[src/hdl/cas_pkg.sv]
//==============================
// Shared types for the cassette path
// Widths, the cassette download index,
// the host and buffer write structs and the
// player state encoding. Modules refer to
// these by scoped name.
//==============================

package cas_pkg;

   //==============================
   // Widths and constants
   //==============================

   // Host download address width
   localparam int ADDR_W = 16;

   // Low six index bits that mark a cassette image
   localparam logic [5:0] CAS_INDEX = 6'd5;

   //==============================
   // Scalar types
   //==============================

   typedef logic [7:0]        tape_byte_t;
   typedef logic [ADDR_W-1:0] tape_addr_t;

   // One extra bit so a full buffer length fits
   typedef logic [ADDR_W:0]   tape_len_t;

   //==============================
   // Structs
   //==============================

   // Host download port, 42 bits
   typedef struct packed {
      logic        download;
      logic [15:0] index;
      logic        wr;
      tape_addr_t  addr;
      tape_byte_t  data;
   } ioctl_req_t;

   // One write into the tape buffer, 25 bits
   typedef struct packed {
      logic       en;
      tape_addr_t addr;
      tape_byte_t data;
   } buf_wr_t;

   // Tape player states
   typedef enum logic [1:0] {
      PL_IDLE  = 2'd0,
      PL_FETCH = 2'd1,
      PL_SHIFT = 2'd2,
      PL_DONE  = 2'd3
   } player_state_t;

endpackage

[src/hdl/cas_download.sv]
//==============================
// Cassette image downloader
// Picks cassette writes out of the host
// download stream, forwards them to the tape
// buffer one cycle later, tracks the tape
// length and raises the loaded flag.
//==============================

`timescale 1ns/1ns

module cas_download #(
   parameter int BUF_AW = 10
) (
   input  logic                clock_bus,
   input  logic                rst_n,
   input  cas_pkg::ioctl_req_t ioctl,
   output cas_pkg::buf_wr_t    buf_wr,
   output logic                cas_busy,
   output logic                cas_loaded,
   output cas_pkg::tape_len_t  tape_len
);

   logic                is_cas;
   logic                is_cas_d;
   logic                dl_start;
   logic                dl_end;
   logic                in_range;
   logic                accept;

   logic                wr_en;
   cas_pkg::tape_addr_t wr_addr;
   cas_pkg::tape_byte_t wr_data;

   //==============================
   // Download decode
   //==============================

   // Only the low index bits select the cassette slot
   assign is_cas = ioctl.download & (ioctl.index[5:0] == cas_pkg::CAS_INDEX);

   // Upper address bits must be clear to fit the buffer
   assign in_range = ((ioctl.addr >> BUF_AW) == '0);

   assign accept   = is_cas & ioctl.wr & in_range;
   assign dl_start = is_cas & ~is_cas_d;
   assign dl_end   = ~is_cas & is_cas_d;

   // Player rewinds for as long as this is high
   assign cas_busy = is_cas;

   //==============================
   // Control state
   //==============================

   always_ff @(posedge clock_bus or negedge rst_n) begin
      if (!rst_n) begin
         is_cas_d   <= 1'b0;
         wr_en      <= 1'b0;
         cas_loaded <= 1'b0;
         tape_len   <= '0;
      end else begin
         is_cas_d <= is_cas;
         wr_en    <= accept;

         // Flag drops on a new image and rises once it has ended
         if (dl_start) begin
            cas_loaded <= 1'b0;
         end else if (dl_end) begin
            cas_loaded <= 1'b1;
         end

         // Length follows the last accepted address
         if (accept) begin
            tape_len <= {1'b0, ioctl.addr} + 1'b1;
         end else if (dl_start) begin
            tape_len <= '0;
         end
      end
   end

   //==============================
   // Write payload
   //==============================

   always_ff @(posedge clock_bus) begin
      if (accept) begin
         wr_addr <= ioctl.addr;
         wr_data <= ioctl.data;
      end
   end

   assign buf_wr = '{en: wr_en, addr: wr_addr, data: wr_data};

endmodule

[config.mk]
export PLATFORM = sky130hd
export DESIGN_NAME = cas_download
export DESIGN_NICKNAME = d
export VERILOG_FILES = /design/src/hdl/cas_pkg.sv /design/src/hdl/cas_download.sv
export SDC_FILE = /design/constraint.sdc
export NUM_CORES = 1
export LEC_CHECK = 0
export BUFFER_PORTS_ARGS = -buffer_cell sky130_fd_sc_hd__buf_2
export CORE_MARGIN = 3
export CORE_UTILIZATION = 45
export CTS_CLUSTER_DIAMETER = 120
export DETAILED_ROUTE_END_ITERATION = 7
export HOLD_SLACK_MARGIN = 0.12
export PLACE_DENSITY = 0.92
export RECOVER_POWER = 100
export SLEW_MARGIN = 15
export SYNTH_ARGS = -nofsm -noshare
export SYNTH_HDL_FRONTEND = slang
export SYNTH_SLANG_ARGS = --single-unit
[constraint.sdc]
create_clock -name clock_bus -period 1.7 [get_ports clock_bus]
set_input_delay 0.085 -clock clock_bus [delete_from_list [all_inputs] [get_ports clock_bus]]
set_output_delay 0.085 -clock clock_bus [all_outputs]
set_load 0.01 [all_outputs]
# [Word level (Yosys, flattened, before mapping)]
# Index checks and enable logic that the tools add are counted.
[totals] mem_count=0 mem_bits_ro=0 mem_bits_rw=0 latchBits=0 output_inout_bits=44 in_bits=44 reg_bits=44
[op_classes] addsub=1 mux=4 order_cmp=0 div=0 n_shift=0 eq_ne=1 n_mul=0 n_bitwise=7 reduce_logical=3
[ops] op="2-to-1 mux 17 bit" count=2
[ops] op="adder 16 x 1 -> 17 bit (second input constant)" count=1
[ops] op="zero test 16 bit" count=1
[ops] op="== test 6 x 3 -> 1 bit (second input constant)" count=1
[ops] op="bitwise AND 1 bit" count=5
[ops] op="nonzero test 2 bit" count=2
[ops] op="2-to-1 mux 1 bit" count=2
[ops] op="inverter 1 bit" count=2

# [Depth between registers and ports, before layout]
# Gate-level depths: netlist of run 1.
[logic_depth] depth_word=6 mapped_depth=6 mapped_depth_nobuf=5

# [Least setup slack after synthesis of run 1]
# OpenSTA, ideal clock, no wires.
[synth_timing] path_kind="input -> register" start="input port ioctl[21] (netlist bit)" end="register wr_addr[0] (enable)" arrival_time_ns=1.271 setup_ns=0.379 slack_ns=0.050 path_stages=4 n_path_buf=1 path_cell_list="nor4b_2 nand4b_1 buf_2 inv_1"
[synth_between] elab_chain_cells=2
[synth_rtl] element="from (decl)" line_no="cas_download.sv:16" text="input cas_pkg::ioctl_req_t ioctl,"
[synth_rtl] element="zero test 16 bit" line_no="cas_download.sv:42" text="assign in_range = ((ioctl.addr >> BUF_AW) == '0);"
[synth_rtl] element="bitwise AND 1 bit" line_no="cas_download.sv:44" text="assign accept = is_cas & ioctl.wr & in_range;"
[synth_rtl] element="via accept" line_no="cas_download.sv:28" text="logic accept;"
[synth_rtl] element="to (signal assigned)" line_no="cas_download.sv:87" text="wr_addr <= ioctl.addr;"
[synth_rtl] element="to (decl)" line_no="cas_download.sv:31" text="cas_pkg::tape_addr_t wr_addr;"
# The timed path passes the listed nets, and every way through them passes these cells.
# A chain may end at the register's enable or synchronous reset.

# [Worst setup path after layout of run 1]
[layout_timing] start="input port ioctl[29] (netlist bit)" end="register wr_addr[4] (enable)"
[layout_between] elab_chain_cells=4
[layout_rtl] element="== test 6 x 3 -> 1 bit" line_no="cas_download.sv:39" text="assign is_cas = ioctl.download & (ioctl.index[5:0] == cas_pkg::CAS_INDEX);"
[layout_rtl] element="bitwise AND 1 bit" line_no="cas_download.sv:39"
[layout_rtl] element="bitwise AND 1 bit (2 in series)" line_no="cas_download.sv:44"
[layout_rtl] element="via accept" line_no="cas_download.sv:28"
# The timed path passes the listed nets, and every way through them passes these cells.

==> results.yml, run 1 <==
setup_path:
  r2r_setup_slack_ns: 0.54
  crit_path_end_kind: "flop"
  start_kind: "input pin"
  worstPathMaxFanout: 9
  critical_path_arrival_ns: 1.75
  crit_type: "input pin to flop"
  worst_ep_required_time_ns: 1.71
detailed_routing:
  via_per_inst: 5.17
  num_vias: 1406
  drc: 0
  drt_first_pass_iters: 4
  drt-initial-drc-count: 112
  ant_nets: 0
  avgRoutedWirePerCell_um: 18.5
  drt_wl_total_um: 5020
synthesis:
  syn_area_mm2: 0.00167
  syn_inst: 111
  muxShareOfSynthArea: 0
  synth_compound_area_frac: 0.0428
  synth-seq-cells: 44
  yosys.area_share.simple: 0.147
  synth_largest_area_cell: "edfxtp_1"
  yosysWarnings: 0
  synth-xor-area-share: 0.0421
  syn_nets: 157
  synth_top_family_by_area: "simple AND/OR/NAND/NOR gates"
  synth-main-ff-cell: "edfxtp_1"
  synth-edff-count: 24
  synth_top_area_share: 0.433
  async_flop_share: 0.455
  avgSynthCellArea_um2: 15.0
  synthAdderAreaFrac: 0.0150
  synth-seq-area-share: 0.733
  synthTopCellsByArea: "edfxtp_1 43%, dfrtp_1 30%, nand3b_1 5.0%, o21ai_1 3.0%, xnor2_1 2.6%"
  yosys.cell_types.count: 25
timing:
  max_freq_mhz: 573
  worst-slew-pin-transition_ns: 1.02
  setup_slack_ns: -0.0459
  slew-limit-headroom: 0.321
  timing.hold.ws_ns: 0.455
  setup-violations-final: 22
  slew_violations: 0
  period_needed_ns: 1.75
  skew_ns: 0.00643
  fin_crit_sh: 1.03
  hold_viol: 0
run:
  maxCapViolations: 0
power:
  p_leak_nw: 1.03
  powerDensity_mw_per_mm2: 818
  peakVddDrop_mv: 0.577
floorplan:
  io_pins: 88
  die_h_um: 66.8
  die_x_um: 66.8
  rows: 21
  start_util: 0.484
  coreArea_mm2: 0.00344
  die_area_mm2: 0.00447
global_route:
  grt_overflow: 0
  grt_pass1_wl_um: 7250
  grt_usage: 0.229
  grt_max_degree: 24
  grt_pass1_vias: 1422
  antenna_found_initial: 0
placement:
  dp_hpwl_um: 2660
  port_buffers: 77
  globalplace.congestion: 0.813
layout:
  diodes: 0
  nets: 271
  drive_gt1_frac: 0.173
  nFillCells: 240
  areaGrowthSynthToFinish_pct: 53.6
  fin_util: 0.743
  multi_input_area_um2: 465
  regArea_mm2: 0.00122
min_path:
  hold_path_class: "input pin to flop"
cts:
  cts_buffers: 5
  h-tree-depth: 2
  clock_sinks: 44
  clkTransAtPathRegs_ns: 0.08
  cts_buffer_depth: 2
  clock_latency_ns: 0.30
  ctsRootBufferMaster: "clkbuf_8"
  cts_tree: "built"
status:
  status: "finished, violations left"
  violations: "setup timing"
-- worst max-delay path: stages --
cell and delay (ns):
dlygate4sd3_1 0.54, buf_2 0.13, nand4bb_4 0.20, nand4b_1 0.37, inv_1 0.22, buf_4 0.21
-- through the flow --
step,setup TNS (ns),instance area [µm²],instances,setup WS (ns),power (W)
after global routing,-0.849,2560,272,-0.0602,0.00217
after floorplan,0,1670,111,0.0498,0.00119
final,-0.489,2560,272,-0.0459,0.00209
after global placement,0,2140,234,0.301,0.00126
after CTS,0,2540,271,0.0309,0.00208
after detailed placement,0,2140,234,0.275,0.00127
-- kinds of logic after synthesis --
logic type | count (synthesis)
DFF | 44
and+or+nand+nor | 38
AOI/OAI and AO/OA | 12
xor gates and xnor gates | 8
buffers and inverters | 7
adders and majority gates | 2
-- where the power goes --
group	leakage [nW]	internal (W)	switching [W]
Sequential	0.492	0.00113	0.00000364
Clock	0.0541	0.000435	0.000356
Combinational	0.488	0.0000868	0.0000796
Total	1.03	0.00165	0.000439
-- area by class of cell --
cell class                 instances  share of cell area
inverter                           3             0.00440
sequential                        44               0.477
multi-input combinational         60               0.182
clock inverter                     3              0.0166
clock buffer                       5              0.0269
tap                               46              0.0225
timing repair buffer             111               0.270
-- synthesized netlist by cell type (2+ instances only) --
library cell,number
nor2_1,3
and2_1,6
edfxtp_1,24
nor3_1,2
nor2b_1,2
ha_1,2
nand2_1,3
xor2_1,3
o21ai_1,10
nand3_1,5
nand3b_1,11
xnor2_1,5
buf_2,2
dfrtp_1,20
inv_1,3
-- flip-flops by register name, indices dropped and copies added (netlist names) --
register    count
wr_data         8
is_cas_d        1
tape_len       17
cas_loaded      1
wr_en           1
wr_addr        16
-- path summary, 6_finish.rpt --
path,start,end,cells past startpoint
worst max-delay path,ioctl[29],wr_addr[4]$_DFFE_PP_,6
worst min-delay path,ioctl[27],cas_loaded$_DFFE_PN0P_,5
worst max register to register,is_cas_d$_DFF_PN0_,tape_len[10]$_DFFE_PN0P_,5
worst min register to register,tape_len[11]$_DFFE_PN0P_,tape_len[11]$_DFFE_PN0P_,1
max in group asynchronous,rst_n,is_cas_d$_DFF_PN0_,2
min in group asynchronous,rst_n,tape_len[4]$_DFFE_PN0P_,2
-- cell usage in the layout, fill, tap and decap left out, types with 2 or more instances in the layout --
cell type and instances:
dlygate4sd3_1 29, clkbuf_1 58, edfxtp_1 24, o21ai_1 10
xnor2_1 5, buf_2 16, nand3_1 5, dfrtp_1 20
clkbuf_8 5, nor2_1 3, buf_12 2, and2_1 6
nor3_1 2, nand2_1 3, nand3b_1 11, inv_1 3
buf_4 5, xor2_1 3
-- metal layers --
metal  GRT usage  vias to the layer above  routed length [µm]
met5           0                        -                   0
met4      0.0838                        0                  93
met3      0.0809                       11                 486
met2       0.400                       86                2540
met1       0.256                      679                1900
li1            -                      630                   -
-- repair_timing --
item | CTS | global route
setup buffers | 0 | 3
setup endpoints to repair | 0 | 42
resized for setup | 0 | 8
hold buffers | 29 | 0
endpoints found under the hold margin | 47 | 0
No activity file was read; power rests on OpenSTA's default activity.
==> run 2: changes to the inputs <==
GPL_ROUTABILITY_DRIVEN = 0   (was unset)
PLACE_DENSITY = 0.77   (was 0.92)
==> results.yml, run 2 (same netlist as run 1, synthesis figures left out) <==
detailed_routing:
  ant_nets: 0
  avgRoutedWirePerCell_um: 14.8
  drt-initial-drc-count: 47
  drt_wl_total_um: 3940
  drc: 0
  via_per_inst: 4.73
  drt_first_pass_iters: 4
  num_vias: 1257
setup_path:
  reg2reg_depth: 4
  crit_path_end_kind: "flop"
  critical_path_arrival_ns: 1.79
  crit_buf_inv: 3
  critPathTopFamily: "buffers and inverters"
  worstPathMaxFanout: 23
  startpoint: "ioctl[21]"
  cp_cell_sequence: "dlygate4sd3_1 > clkbuf_1 > nor4b_2 > nand4b_1 > buf_6 > nor2b_1 > and2_1"
  slowest_stage: "dlygate4sd3_1"
  r2r_setup_slack_ns: 0.47
  crit_cells: 7
  max_stage_delay_ns: 0.54
  crit_type: "input pin to flop"
  rr_endpoint: "tape_len[15]$_DFFE_PN0P_"
  worst_ep_required_time_ns: 1.88
  endpoint: "tape_len[15]$_DFFE_PN0P_"
  start_kind: "input pin"
  worstReg2RegStart: "is_cas_d$_DFF_PN0_"
power:
  power_w: 0.00204
  peakVddDrop_mv: 0.556
  p_leak_nw: 0.933
  powerDensity_mw_per_mm2: 852
floorplan:
  io_pins: 88
  start_util: 0.484
  rows: 21
  die_area_mm2: 0.00447
  coreArea_mm2: 0.00344
  die_x_um: 66.8
  die_h_um: 66.8
global_route:
  grt_pass1_wl_um: 6100
  antenna_found_initial: 0
  grt_overflow: 0
  grt_usage: 0.190
  grt_max_degree: 25
  grt_pass1_vias: 1307
status:
  status: "complete, no violations"
timing:
  fin_crit_sh: 0.944
  skew_ns: 0.00276
  period_needed_ns: 1.61
  worst-slew-pin-transition_ns: 1.03
  slew_violations: 0
  max_freq_mhz: 623
  setup-violations-final: 0
  setup_tns_ns: 0
  hold_viol: 0
  slew-limit-headroom: 0.311
  rsz0062_at_grt: "false"
layout:
  areaGrowthSynthToFinish_pct: 43.7
  final_cell_mix: "62 x clkbuf_1, 26 x dlygate4sd3_1, 24 x edfxtp_1, 20 x dfrtp_1, 16 x buf_2"
  largest_register: "tape_len"
  drive_gt1_frac: 0.118
  reg_top3: "tape_len (17), wr_addr (16), wr_data (8)"
  layout_commonest_cell: "clkbuf_1"
  diodes: 0
  nets: 265
  largest_reg_flops: 17
  fin_area_mm2: 0.00239
cts:
  clock_sinks: 44
  clkTransAtPathRegs_ns: 0.07
  cts_buffer_depth: 2
  cts_tree: "built"
  ctsRootBufferMaster: "clkbuf_8"
  post_cts_buffers: 0
  h-tree-depth: 2
  cts_buffers: 5
  clock_latency_ns: 0.29
placement:
  dp_hpwl_um: 2630
  place_area_mm2: 0.00211
  port_buffers: 77
run:
  maxCapViolations: 0
min_path:
  hold_path_class: "input pin to flop"
-- run 2: cell count changes in the layout (fill, tap and decap cells not counted), sizes merged --
| cell | before | now |
|---|---|---|
| buf | 23 | 18 |
| clkinvlp | 1 | 0 |
| clkbuf | 64 | 67 |
| dlygate4sd3 | 29 | 26 |
-- run 2: repair_timing --
| item | CTS | global route |
|---|---|---|
| endpoints found under the hold margin | 48 | 0 |
| gates resized for setup | 0 | 1 |
| setup endpoints to repair | 0 | 6 |
| hold buffers | 26 | 0 |
-- run 2: power breakdown --
part / switching, W / internal, W / total, W
sequential: 0.00000320 / 0.00113 / 0.00114
combinational: 0.0000703 / 0.0000795 / 0.000150
clock: 0.000319 / 0.000436 / 0.000755
-- run 2: worst min-delay path by stage --
| stage | from | end | slack, ns | depth (start not counted) |
|---|---|---|---|---|
| 6_report | ioctl[26] | wr_en$_DFF_PN0_ | 0.17 | 4 |
| 5_1_grt | ioctl[26] | wr_en$_DFF_PN0_ | 0.17 | 4 |
| 4_1_cts | ioctl[26] | wr_en$_DFF_PN0_ | 0.15 | 4 |
| 2_1_floorplan | rst_n | cas_loaded$_DFFE_PN0P_ | -0.21 | 0 |
| 3_5_place_dp | rst_n | tape_len[5]$_DFFE_PN0P_ | 0.05 | 1 |
| 3_3_place_gp | rst_n | tape_len[5]$_DFFE_PN0P_ | 0.04 | 1 |
-- run 2: worst register-to-register path: cells and delay by family, from the launching register on --
| kind | cells | cell delay (ns) |
|---|---|---|
| and+or+nand+nor | 2 | 0.50 |
| adders and majority gates | 1 | 0.31 |
| buffers and inverters | 1 | 0.04 |
| DFF | 1 | 0.33 |
-- run 2: through the flow --
| step | worst slack, ns | hold slack [ns] | std cells | util |
|---|---|---|---|---|
| finish | 0.0944 | 0.169 | 266 | 0.695 |
| detailed placement | 0.111 | 0.0510 | 232 | 0.614 |
| global placement | 0.193 | 0.0381 | 232 | 0.614 |
| global route | 0.0116 | 0.174 | 266 | 0.695 |
| floorplan | 0.0498 | -0.211 | 111 | - |
| CTS | 0.0641 | 0.148 | 266 | 0.721 |
-- run 2: layer usage --
layer | wire [µm] | track usage | share of wire | vias up
li1 | - | - | - | 613
met1 | 1560 | 0.230 | 0.40 | 573
met2 | 1990 | 0.316 | 0.51 | 69
met3 | 376 | 0.0573 | 0.095 | 2
met4 | 14 | 0.0736 | 0.0036 | 0
met5 | 0 | 0 | 0 | -
-- run 2: layout make-up --
class / count / area [µm²]
clock inverters: 2 / 35.0
repair buffers: 105 / 592
fillers: 282 / 1050
inverters: 3 / 11.3
well taps: 46 / 57.6
flip-flops and latches: 44 / 1220
multi-input cells: 60 / 404
clock buffers: 6 / 72.6
