==> config.mk <==
export PLATFORM = sky130hd
export DESIGN_NAME = tape_player
export DESIGN_NICKNAME = d
export VERILOG_FILES = /design/src/hdl/cas_pkg.sv /design/src/hdl/tape_player.sv
export SDC_FILE = /design/constraint.sdc
export NUM_CORES = 1
export LEC_CHECK = 0
export ABC_CLOCK_PERIOD_IN_PS = 4050
export BUFFER_PORTS_ARGS = -buffer_cell sky130_fd_sc_hd__buf_2
export CORE_ASPECT_RATIO = 1.25
export CORE_MARGIN = 8
export CORE_UTILIZATION = 50
export DETAILED_ROUTE_END_ITERATION = 16
export GPL_ROUTABILITY_DRIVEN = 0
export PLACE_DENSITY = 0.82
export RECOVER_POWER = 100
export SYNTH_ARGS = -nofsm -noshare
export SYNTH_HDL_FRONTEND = slang
export SYNTH_SLANG_ARGS = --single-unit
==> constraint.sdc <==
create_clock -name clock_bus -period 4.05 [get_ports clock_bus]
set_input_delay 0.2025 -clock clock_bus [delete_from_list [all_inputs] [get_ports clock_bus]]
set_output_delay 0.2025 -clock clock_bus [all_outputs]
set_load 0.05 [all_outputs]
==> src/hdl/cas_pkg.sv <==
//==============================
// Shared types for the cassette path
// Widths, the cassette download index,
// the host and buffer write structs and the
// player state encoding. Modules refer to
// these by scoped name.
//==============================

package cas_pkg;

   //==============================
   // Widths and constants
   //==============================

   // Host download address width
   localparam int ADDR_W = 16;

   // Low six index bits that mark a cassette image
   localparam logic [5:0] CAS_INDEX = 6'd5;

   //==============================
   // Scalar types
   //==============================

   typedef logic [7:0]        tape_byte_t;
   typedef logic [ADDR_W-1:0] tape_addr_t;

   // One extra bit so a full buffer length fits
   typedef logic [ADDR_W:0]   tape_len_t;

   //==============================
   // Structs
   //==============================

   // Host download port, 42 bits
   typedef struct packed {
      logic        download;
      logic [15:0] index;
      logic        wr;
      tape_addr_t  addr;
      tape_byte_t  data;
   } ioctl_req_t;

   // One write into the tape buffer, 25 bits
   typedef struct packed {
      logic       en;
      tape_addr_t addr;
      tape_byte_t data;
   } buf_wr_t;

   // Tape player states
   typedef enum logic [1:0] {
      PL_IDLE  = 2'd0,
      PL_FETCH = 2'd1,
      PL_SHIFT = 2'd2,
      PL_DONE  = 2'd3
   } player_state_t;

endpackage

==> src/hdl/tape_player.sv <==
//==============================
// Cassette tape player
// Reads the tape buffer and plays each byte
// MSB first on cas_out, one bit per BIT_DIV
// cycles. Pauses while play is low, rewinds on
// request or during a download.
//==============================

`timescale 1ns/1ns

module tape_player #(
   parameter int BIT_DIV = 8
) (
   input  logic                clock_bus,
   input  logic                rst_n,
   input  logic                motor,
   input  logic                rewind_req,
   input  logic                cas_busy,
   input  logic                cas_loaded,
   input  cas_pkg::tape_len_t  tape_len,
   output cas_pkg::tape_addr_t rd_addr,
   input  cas_pkg::tape_byte_t rd_data,
   output logic                cas_out,
   output logic                tape_end
);

   // Counter is also used for the two FETCH cycles, so at least one bit
   localparam int               DIV_W    = (BIT_DIV > 2) ? $clog2(BIT_DIV) : 1;
   localparam logic [DIV_W-1:0] DIV_LAST = DIV_W'(BIT_DIV - 1);

   cas_pkg::player_state_t state;
   cas_pkg::tape_len_t     pos;
   logic [DIV_W-1:0]       div_cnt;
   logic [2:0]             bit_idx;
   cas_pkg::tape_byte_t    shift_reg;
   cas_pkg::tape_byte_t    hold_reg;

   logic                   play;
   logic                   rewind;
   logic                   step;
   logic                   bit_end;
   logic                   byte_end;
   logic                   last_byte;
   logic                   fetch_wait;
   logic                   capture;
   logic                   load_byte;
   logic                   shift_bit;

   //==============================
   // Timeline control
   //==============================

   assign play   = cas_loaded & ~motor;
   assign rewind = rewind_req | cas_busy;
   assign step   = play & ~rewind;

   assign bit_end    = (div_cnt == DIV_LAST);
   assign byte_end   = bit_end & (bit_idx == 3'd7);
   // pos is one past the byte now on the wire
   assign last_byte  = (pos == tape_len);
   // First of the two cycles spent in FETCH
   assign fetch_wait = (div_cnt == '0);

   // Next byte is latched as the last bit starts
   assign capture = step &
      (((state == cas_pkg::PL_FETCH) & fetch_wait) |
       ((state == cas_pkg::PL_SHIFT) & bit_end & (bit_idx == 3'd6)));

   assign load_byte = step &
      (((state == cas_pkg::PL_FETCH) & ~fetch_wait) |
       ((state == cas_pkg::PL_SHIFT) & byte_end & ~last_byte));

   assign shift_bit = step & (state == cas_pkg::PL_SHIFT) & bit_end & ~byte_end;

   //==============================
   // FSM and counters
   //==============================

   always_ff @(posedge clock_bus or negedge rst_n) begin
      if (!rst_n) begin
         state   <= cas_pkg::PL_IDLE;
         pos     <= '0;
         div_cnt <= '0;
         bit_idx <= '0;
      end else if (rewind) begin
         state   <= cas_pkg::PL_IDLE;
         pos     <= '0;
         div_cnt <= '0;
         bit_idx <= '0;
      end else if (play) begin
         case (state)
            cas_pkg::PL_IDLE: begin
               if (tape_len == '0) begin
                  state <= cas_pkg::PL_DONE;
               end else begin
                  state <= cas_pkg::PL_FETCH;
               end
            end
            cas_pkg::PL_FETCH: begin
               if (fetch_wait) begin
                  div_cnt <= DIV_W'(1);
               end else begin
                  state   <= cas_pkg::PL_SHIFT;
                  div_cnt <= '0;
                  bit_idx <= '0;
                  pos     <= pos + 1'b1;
               end
            end
            cas_pkg::PL_SHIFT: begin
               if (!bit_end) begin
                  div_cnt <= div_cnt + 1'b1;
               end else begin
                  div_cnt <= '0;
                  // Wraps to bit 0 at the byte boundary
                  bit_idx <= bit_idx + 1'b1;
                  if (byte_end) begin
                     if (last_byte) begin
                        state <= cas_pkg::PL_DONE;
                     end else begin
                        pos <= pos + 1'b1;
                     end
                  end
               end
            end
            default: begin
               // PL_DONE holds until rewound
               state <= cas_pkg::PL_DONE;
            end
         endcase
      end
   end

   //==============================
   // Data path
   //==============================

   always_ff @(posedge clock_bus) begin
      if (capture) begin
         hold_reg <= rd_data;
      end
      if (load_byte) begin
         shift_reg <= hold_reg;
      end else if (shift_bit) begin
         shift_reg <= {shift_reg[6:0], 1'b0};
      end
   end

   assign rd_addr  = pos[cas_pkg::ADDR_W-1:0];
   // Low outside PL_SHIFT, held during a pause
   assign cas_out  = (state == cas_pkg::PL_SHIFT) & shift_reg[7];
   assign tape_end = (state == cas_pkg::PL_DONE);

endmodule

== Yosys cells after proc, flatten, opt, wreduce, memory -nomap -nowiden ==
Cells that the tools add are included.

* Add/subtract/negate cells: 3
* Equal/unequal tests: 12
* Mux-type cells: 27
* Bitwise gates (word level): 23
* Reductions and logical operators: 10

{| class="wikitable"
|+ Operators with widths
! operator !! number
|-
| $mux 17 || 6
|-
| $pmux 17 s2 || 1
|-
| $mux 3 || 7
|-
| $add 17x1->17 const B || 1
|-
| $eq 17x17->1 || 1
|-
| $logic_not 17->1 || 1
|-
| $mux 8 || 2
|-
| $and 1x1->1 || 15
|-
| $ne 3x3->1 const B || 5
|-
| $mux 2 || 7
|-
| $pmux 3 s2 || 2
|-
| $eq 3x3->1 const B || 3
|-
| $add 3x1->3 const B || 2
|-
| $pmux 2 s3 || 1
|-
| $reduce_and 6->1 || 1
|-
| $not 1->1 || 5
|-
| $reduce_and 5->1 || 1
|-
| $eq 2x2->1 const B || 2
|-
| $reduce_and 4->1 || 1
|-
| $reduce_bool 2->1 || 2
|-
| $logic_not 3->1 || 1
|-
| $or 1x1->1 || 3
|-
| $reduce_bool 3->1 || 1
|-
| $eq 2x1->1 const B || 1
|-
| other kinds (3) || 3
|}

* Bits in registers: 41
* Input bits: 31
* Output and inout bits: 18
* Logic and storage cells: 81

== Longest topological paths before layout ==
Gate-level depths: netlist (run 1).

* Depth after elaboration: 8
* Mapped depth: 9
* Depth with buffers taken out: 8

== Least setup slack after synthesis (run 1) ==
No wires, ideal clock.

* Kind: flip-flop to flip-flop
* From: register div_cnt[0]
* To: register shift_reg[0] (enable)
* Library setup time: 384 ps
* Data arrival time: 1875 ps
* Data required time: 3666 ps
* Slack: 1791 ps
* Stages on the path, launching flop included: 8
* Path buffers: 1
* Period minus slack after synthesis: 2259 ps
* Cell sequence: dfrtp_1 > ha_1 > ha_1 > nand2_1 > a2111oi_4 > nor2_2 > buf_2 > o21ai_0

* Longest elaborated chain between the ends: 7
* Elaborated cells between the ends (all ways): 13
* Classes of those cells: eq/ne: 1; bitwise: 10; reduce/logical: 2

{| class="wikitable"
|+ Ends and longest elaborated chain
! item !! RTL line !! RTL
|-
| from (decl) || tape_player.sv:33 || <nowiki>logic [DIV_W-1:0] div_cnt;</nowiki>
|-
| from (signal assigned) || tape_player.sv:111 || <nowiki>div_cnt <= div_cnt + 1'b1;</nowiki>
|-
| $eq 3x3->1 || tape_player.sv:57 || <nowiki>assign bit_end = (div_cnt == DIV_LAST);</nowiki>
|-
| $and 1x1->1 || tape_player.sv:58 || <nowiki>assign byte_end = bit_end & (bit_idx == 3'd7);</nowiki>
|-
| $and 1x1->1 (2 in series) || tape_player.sv:71 || <nowiki>((state == cas_pkg::PL_SHIFT) & byte_end & ~last_byte));</nowiki>
|-
| $or 1x1->1 || tape_player.sv:70 || <nowiki>(((state == cas_pkg::PL_FETCH) & ~fetch_wait) |</nowiki>
|-
| $and 1x1->1 || tape_player.sv:69 || <nowiki>assign load_byte = step &</nowiki>
|-
| $reduce_bool 2->1 (no source line) * || n/a ||
|-
| to (signal assigned) || tape_player.sv:142 || <nowiki>shift_reg <= hold_reg;</nowiki>
|-
| to (signal assigned) || tape_player.sv:144 || <nowiki>shift_reg <= {shift_reg[6:0], 1'b0};</nowiki>
|-
| to (decl) || tape_player.sv:35 || <nowiki>cas_pkg::tape_byte_t shift_reg;</nowiki>
|}

Every way passes the cells marked *; elsewhere a longest branch is shown, timed or not.
A chain may end at the register's enable or synchronous reset.

== Worst setup path after layout (run 1) ==
* From: register pos[10]
* To: register shift_reg[7] (data pin)

* Longest elaborated chain between the ends: 6

{| class="wikitable"
|+ Ends and longest elaborated chain
! item !! RTL line !! RTL
|-
| from (decl) || tape_player.sv:32 || <nowiki>cas_pkg::tape_len_t pos;</nowiki>
|-
| from (signal assigned) || tape_player.sv:106 || <nowiki>pos <= pos + 1'b1;</nowiki>
|-
| from (signal assigned) || tape_player.sv:120 || <nowiki>pos <= pos + 1'b1;</nowiki>
|-
| $eq 17x17->1 || tape_player.sv:60 || <nowiki>assign last_byte = (pos == tape_len);</nowiki>
|-
| $not 1->1 || tape_player.sv:71 ||
|-
| $and 1x1->1 || tape_player.sv:71 ||
|-
| $or 1x1->1 || tape_player.sv:70 ||
|-
| $and 1x1->1 || tape_player.sv:69 ||
|-
| $mux 8 || tape_player.sv:141 || <nowiki>if (load_byte) begin</nowiki>
|}

No other way between the ends.

==> impl_metrics.env, run 1 <==
export IMPL_outcome="complete, no violations"
export IMPL_diodes=0
export IMPL_wire_per_inst_um=15.94
export IMPL_grt_max_degree=26
export IMPL_yosys_top_cells_count="nand2_1 (28), dfrtp_1 (25), o21ai_0 (21)"
export IMPL_fp_dieArea_um2=7563
export IMPL_async_flop_share_pct=60.98
export IMPL_avgSynthCellArea_um2=9.738
export IMPL_slowest_stage="nor2_1"
export IMPL_synth_area_leaders="dfrtp_1 (25%), edfxtp_1 (19%), xnor2_1 (5.2%), buf_4 (4.8%), nand2_1 (4.2%)"
export IMPL_worst_slew_pin_transition_ps=1404
export IMPL_slew_headroom_pct=6.367
export IMPL_criticalPathCategory="reg2reg"
export IMPL_area_growth_pct=7.619
export IMPL_postLayoutSetupSlackWorst_ps=994.2
export IMPL_ctsResizeCount=0
export IMPL_drt_iter0_drc=175
export IMPL_antenna_found_initial=0
export IMPL_netlist_top_cell_by_area="dfrtp_1"
export IMPL_numCtsBuffers=5
export IMPL_die_h_um=95.26
export IMPL_htreeDepth=2
export IMPL_power_density_nw_per_um2=286.1
export IMPL_clock_sinks=41
export IMPL_vias_per_cell=5.614
export IMPL_end_kind="flip-flop"
export IMPL_layout_drive_gt1_share_pct=15.63
export IMPL_fmax_mhz=327.3
export IMPL_holdWs_ps=77.46
export IMPL_drc=0
export IMPL_clk_latency_ps=300
export IMPL_required_ps=4100
export IMPL_synth_area_um2=2512
export IMPL_fin_area_um2=2704
export IMPL_worst_path_buf_inv=1
export IMPL_min_path_type="in2reg"
export IMPL_num_rows=29
export IMPL_synth_seq_cells=41
export IMPL_coreArea_um2=4971
export IMPL_grt_ovfl_total=0
export IMPL_layout_nets=325
export IMPL_finalMaxSlewViolations=0
export IMPL_synth_most_common_cell="nand2_1"
export IMPL_drv_cap=0
export IMPL_post_place_ws_ps=1429
export IMPL_fin_crit_ps=3056
export IMPL_startpoint_type="flip-flop"
export IMPL_totalNegativeSetupSlack_ps=0
export IMPL_fin_cells=350
export IMPL_track_usage_pct=15.03
export IMPL_ys_types=42
export IMPL_cp_arrival_ps=3110
export IMPL_worstPathCellList="xnor2_1 -> nand4_1 -> nor3_2 -> a2111oi_4 -> nor2_1 -> clkbuf_1 -> mux2_2"
export IMPL_dpl_cell_count=341
export IMPL_die_w_um=79.40
export IMPL_cpLargestDelayFamily="simple AND/OR/NAND/NOR gates"
export IMPL_syn_nets=296
export IMPL_num_vias=1965
export IMPL_cts_root_buf="clkbuf_8"
export IMPL_ys_seq_area_share_pct=44.02
export IMPL_grt_pass1_vias=1879
export IMPL_finalCritPeriodShare_pct=75.45
export IMPL_finalHoldViolCount=0
export IMPL_yosysWarningCount=0
export IMPL_skew_ps=4.986
export IMPL_synthFlopType="dfrtp_1"
export IMPL_finish_utilization_pct=54.39
export IMPL_cp_max_fo=11
export IMPL_clk_path_buf_depth=2
export IMPL_wl_mm=5.578
export IMPL_rsz0062_at_grt="no"
export IMPL_slowest_delay_ps=600
export IMPL_largest_reg_flops=17
export IMPL_yosysTopAreaCellShare_pct=24.90
export IMPL_p_leak_nw=1.048
export IMPL_cts_tree="yes"
export IMPL_max_vdd_ir_drop_v=0.0001645
export IMPL_ant_nets=0
export IMPL_setup_viol=0
export IMPL_grt_first_pass_wirelength_mm=9.059
export IMPL_start_util_pct=50.54
export IMPL_post_dp_hpwl_mm=4.173
export IMPL_synth_enable_flop_cells=16
export IMPL_firstDrtPassIters=4
export IMPL_power_total_uw=773.6
export IMPL_io_buffers=48
export IMPL_placed_cell_area_um2=2656
export IMPL_path_clk_slew_ps=80
export IMPL_postSynthCellCount=258
export IMPL_pin_count=49
## worst reg2reg max path: cells and delay by family, from the launching register on
kind	cells	cell delay, ps
AOI/OAI and AO/OA	1	160
DFF	1	470
and+or+nand+nor	3	1040
xor gates and xnor gates	1	200
buffers and inverters	1	530
muxes	1	410
## cell usage in the layout (no fill, tap or decap), types with 4 or more instances in the layout
cell type  count
o21ai_0       21
inv_1          6
buf_2         29
nand2_1       28
mux2_1         5
xor2_1         4
nor2b_1        5
nor2_1        18
and2_1         4
xnor2_1       15
a21oi_1       10
nand3_1       10
edfxtp_1      16
clkbuf_1      20
nand2b_1       6
o31ai_1        7
ha_1           7
nand4_1        8
dfrtp_1       25
clkbuf_8       5
nor4_1         5
## timing repair
| action | in CTS | in global routing |
|---|---|---|
| buffers inserted | 0 | 0 |
| hold buffers | 1 | 0 |
| hold endpoints to repair | 25 | 0 |
## final timing paths
kind                                        start                      to  slack, ps  cells past startpoint
max                           pos[10]$_DFFE_PN0P_  shift_reg[7]$_DFFE_PP_        990                      7
min                                    rd_data[0]   hold_reg[0]$_DFFE_PP_         80                      1
max reg2reg                   pos[10]$_DFFE_PN0P_  shift_reg[7]$_DFFE_PP_        990                      7
min reg2reg                bit_idx[1]$_DFFE_PN0P_  bit_idx[1]$_DFFE_PN0P_        530                      2
max in group asynchronous                   rst_n  bit_idx[2]$_DFFE_PN0P_       2470                      2
min in group asynchronous                   rst_n      pos[0]$_DFFE_PN0P_        760                      2
## logic make-up after synthesis
group	after synthesis	share of synthesized area [%]
compound gates	56	15.04
xor+xnor	19	6.624
fa+ha+maj	7	3.486
buf+inv	34	8.117
flops	41	44.02
mux	7	3.884
simple gates	94	18.82
## report_power, final
part / total [mW] / internal (mW) / switching, mW / leakage, nW
sequential: 0.438 / 0.433 / 0.00556 / 0.490
clock: 0.268 / 0.119 / 0.149 / 0.0455
combinational: 0.0673 / 0.0280 / 0.0394 / 0.512
total: 0.774 / 0.580 / 0.194 / 1.05
## layout make-up
type / instances / area (um^2)
Clock buffer: 5 / 68.82
Clock inverter: 3 / 17.52
Fill cell: 453 / 2267
Inverter: 6 / 22.52
Multi-Input combinational cell: 183 / 1181
Sequential cell: 41 / 1106
Tap cell: 62 / 77.57
Timing Repair Buffer: 50 / 230.2
## metal layers
metal / routed length (um) / track usage, % / share of wire (%) / vias to the layer above
met5: 0 / 0 / 0 / -
met4: 106 / 6.037 / 1.9 / 0
met3: 447 / 4.340 / 8.0 / 8
met2: 2614 / 24.43 / 47 / 73
met1: 2409 / 18.31 / 43 / 913
li1: - / - / - / 971
Note: power is estimated with default switching activity, not from simulation.
==> run 2: changes to the inputs <==
--- a/config.mk
+++ b/config.mk
@@ -5,7 +5,8 @@
 export SDC_FILE = /design/constraint.sdc
 export NUM_CORES = 1
 export LEC_CHECK = 0
-export ABC_CLOCK_PERIOD_IN_PS = 4050
+export ABC_AREA = 1
+export ABC_CLOCK_PERIOD_IN_PS = 3200
 export BUFFER_PORTS_ARGS = -buffer_cell sky130_fd_sc_hd__buf_2
 export CORE_ASPECT_RATIO = 1.25
 export CORE_MARGIN = 8
==> constraint.sdc (replaced) <==
create_clock -name clock_bus -period 3.2 [get_ports clock_bus]
set_input_delay 0.16 -clock clock_bus [delete_from_list [all_inputs] [get_ports clock_bus]]
set_output_delay 0.16 -clock clock_bus [all_outputs]
set_load 0.05 [all_outputs]
==> impl_metrics.env, run 2 <==
export IMPL_diodes=0
export IMPL_htreeDepth=2
export IMPL_yosysWarningCount=0
export IMPL_ys_types=31
export IMPL_slowest_stage="dfrtp_1"
export IMPL_cp_common_cell="nand2_1"
export IMPL_area_growth_pct=9.704
export IMPL_totalNegativeSetupSlack_ps=0
export IMPL_worst_path_buf_inv=1
export IMPL_numCtsBuffers=5
export IMPL_synth_compound_area_share_pct=3.417
export IMPL_synthFlopType="dfrtp_1"
export IMPL_worst_slew_pin_transition_ps=1413
export IMPL_clock_sinks=41
export IMPL_finalCritPeriodShare_pct=71.68
export IMPL_post_dp_hpwl_mm=4.752
export IMPL_synth_most_common_cell="nand2_1"
export IMPL_synth_seq_cells=41
export IMPL_coreArea_um2=5368
export IMPL_ant_nets=0
export IMPL_postSynthCellCount=366
export IMPL_num_vias=2492
export IMPL_min_path_type="in2reg"
export IMPL_power_density_nw_per_um2=400.9
export IMPL_grt_ovfl_total=0
export IMPL_antenna_found_initial=0
export IMPL_fp_dieArea_um2=8135
export IMPL_grt_first_pass_wirelength_mm=10.41
export IMPL_clk_path_buf_depth=2
export IMPL_final_cell_mix="nand2_1 (117), nand3_1 (45), nor2_1 (43), inv_1 (33), buf_2 (29)"
export IMPL_syn_nets=404
export IMPL_slowest_delay_ps=530
export IMPL_pin_count=49
export IMPL_synth_xor_area_share_pct=5.103
export IMPL_setup_viol=0
export IMPL_track_usage_pct=15.97
export IMPL_layout_drive_gt1_share_pct=12.90
export IMPL_drt_iter0_drc=192
export IMPL_post_cts_buffers=0
export IMPL_largest_reg_flops=17
export IMPL_finalHoldViolCount=0
export IMPL_cpLargestDelayFamily="simple AND/OR/NAND/NOR gates"
export IMPL_end_kind="flip-flop"
export IMPL_clk_latency_ps=300
export IMPL_finalMaxSlewViolations=0
export IMPL_drv_cap=0
export IMPL_async_flop_share_pct=60.98
export IMPL_p_leak_nw=1.438
export IMPL_criticalPathCategory="reg2reg"
export IMPL_io_buffers=48
export IMPL_required_ps=3190
export IMPL_netlist_top_cell_by_area="dfrtp_1"
export IMPL_ctsResizeCount=0
export IMPL_mostFrequentLayoutCell="nand2_1"
export IMPL_yosysTopAreaCellShare_pct=22.78
export IMPL_synth_area_leaders="dfrtp_1 (23%), edfxtp_1 (17%), nand2_1 (16%), nand3_1 (8.2%), nor2_1 (5.5%)"
export IMPL_cts_root_buf="clkbuf_8"
export IMPL_start_util_pct=51.17
export IMPL_worstPathCellList="inv_1 -> nand2_1 -> nand2_1 -> nor2_1 -> nand3_1 -> nor2_1 -> nand2_1 -> nand2_1 -> nand2_1 -> nand2_1 -> nand2_1"
export IMPL_wire_per_inst_um=13.57
export IMPL_num_rows=30
export IMPL_grt_pass1_vias=2427
export IMPL_layout_nets=440
export IMPL_path_clk_slew_ps=90
export IMPL_synthAdderAreaFrac_pct=3.189
export IMPL_cts_hold_buf=1
export IMPL_fin_crit_ps=2294
export IMPL_die_w_um=82.29
export IMPL_synth_area_um2=2746
export IMPL_max_vdd_ir_drop_v=0.0002631
export IMPL_rsz0062_at_grt="no"
export IMPL_wl_mm=6.337
export IMPL_skew_ps=11.38
export IMPL_yosys_top_cells_count="nand2_1 (114), nand3_1 (45), nor2_1 (40)"
export IMPL_drc=0
export IMPL_avgSynthCellArea_um2=7.504
export IMPL_cp_arrival_ps=2290
export IMPL_synth_enable_flop_cells=16
export IMPL_synth_top_family_by_area="simple AND/OR/NAND/NOR gates"
export IMPL_slew_headroom_pct=5.830
export IMPL_cp_max_fo=10
export IMPL_ys_seq_area_share_pct=40.27
export IMPL_vias_per_cell=5.336
export IMPL_synthMuxAreaShare_pct=0
export IMPL_cts_tree="yes"
export IMPL_outcome="complete, no violations"
export IMPL_synth_simple_area_share_pct=36.63
export IMPL_die_h_um=98.86
export IMPL_firstDrtPassIters=6
export IMPL_startpoint_type="flip-flop"
export IMPL_fmax_mhz=436.0
export IMPL_grt_max_degree=26
export IMPL_power_total_mw=1.208
## run 2: path summary, 6_finish.rpt
kind	from	to	depth (start not counted)	slack (ps)
worst max-delay path	pos[9]$_DFFE_PN0P_	shift_reg[2]$_DFFE_PP_	11	910
worst min-delay path	rd_data[7]	hold_reg[7]$_DFFE_PP_	1	40
worst max register to register	pos[9]$_DFFE_PN0P_	shift_reg[2]$_DFFE_PP_	11	910
worst min register to register	shift_reg[5]$_DFFE_PP_	shift_reg[6]$_DFFE_PP_	2	520
max in group asynchronous	rst_n	bit_idx[1]$_DFFE_PN0P_	2	1650
min in group asynchronous	rst_n	pos[10]$_DFFE_PN0P_	2	710
## run 2: per-layer routing
metal  up-vias  global-route usage [%]  routed length (um)
met4         0                   5.420                 104
met1      1148                   18.29                2477
met2       109                   28.22                3315
met3        12                   2.823                 439
li1       1223                       -                   -
met5         -                       0                   0
## run 2: cell type report
cell class	instances	area [um^2]
fillers	499	2355
clock buffers	5	68.82
inverters	39	146.4
multi-input cells	264	1305
clock inverters	3	68.82
well taps	64	80.08
flip-flops and latches	41	1106
repair buffers	51	237.7
## run 2: logic make-up after synthesis
group,count (synthesis)
buffers and inverters,61
XOR/XNOR,16
AO/OA/AOI/OAI,15
adder cells (fa/ha/maj),7
AND/OR/NAND/NOR,226
flip-flops,41
## run 2: stage by stage
step	setup slack (ps)	util (%)	cells	cell area, um^2	hold WS (ps)
global placement	1264	54.31	458	2915	188.9
floorplan	1255	-	366	2746	-135.6
finish	906.2	56.13	467	3013	37.56
CTS	1172	57.06	467	3063	32.41
detailed placement	1193	54.31	458	2915	202.4
global route	639.6	56.13	467	3013	25.96
## run 2: worst register-to-register path, delay by kind of cell (launching register included)
family | cells | cell delay, ps
buf+inv | 1 | 100
flops | 1 | 530
simple gates | 10 | 1370
## run 2: where the power goes
group | internal, mW | total (mW) | switching [mW]
logic | 0.0422 | 0.137 | 0.0945
clock network | 0.314 | 0.512 | 0.197
registers | 0.551 | 0.560 | 0.00853
total | 0.907 | 1.21 | 0.300
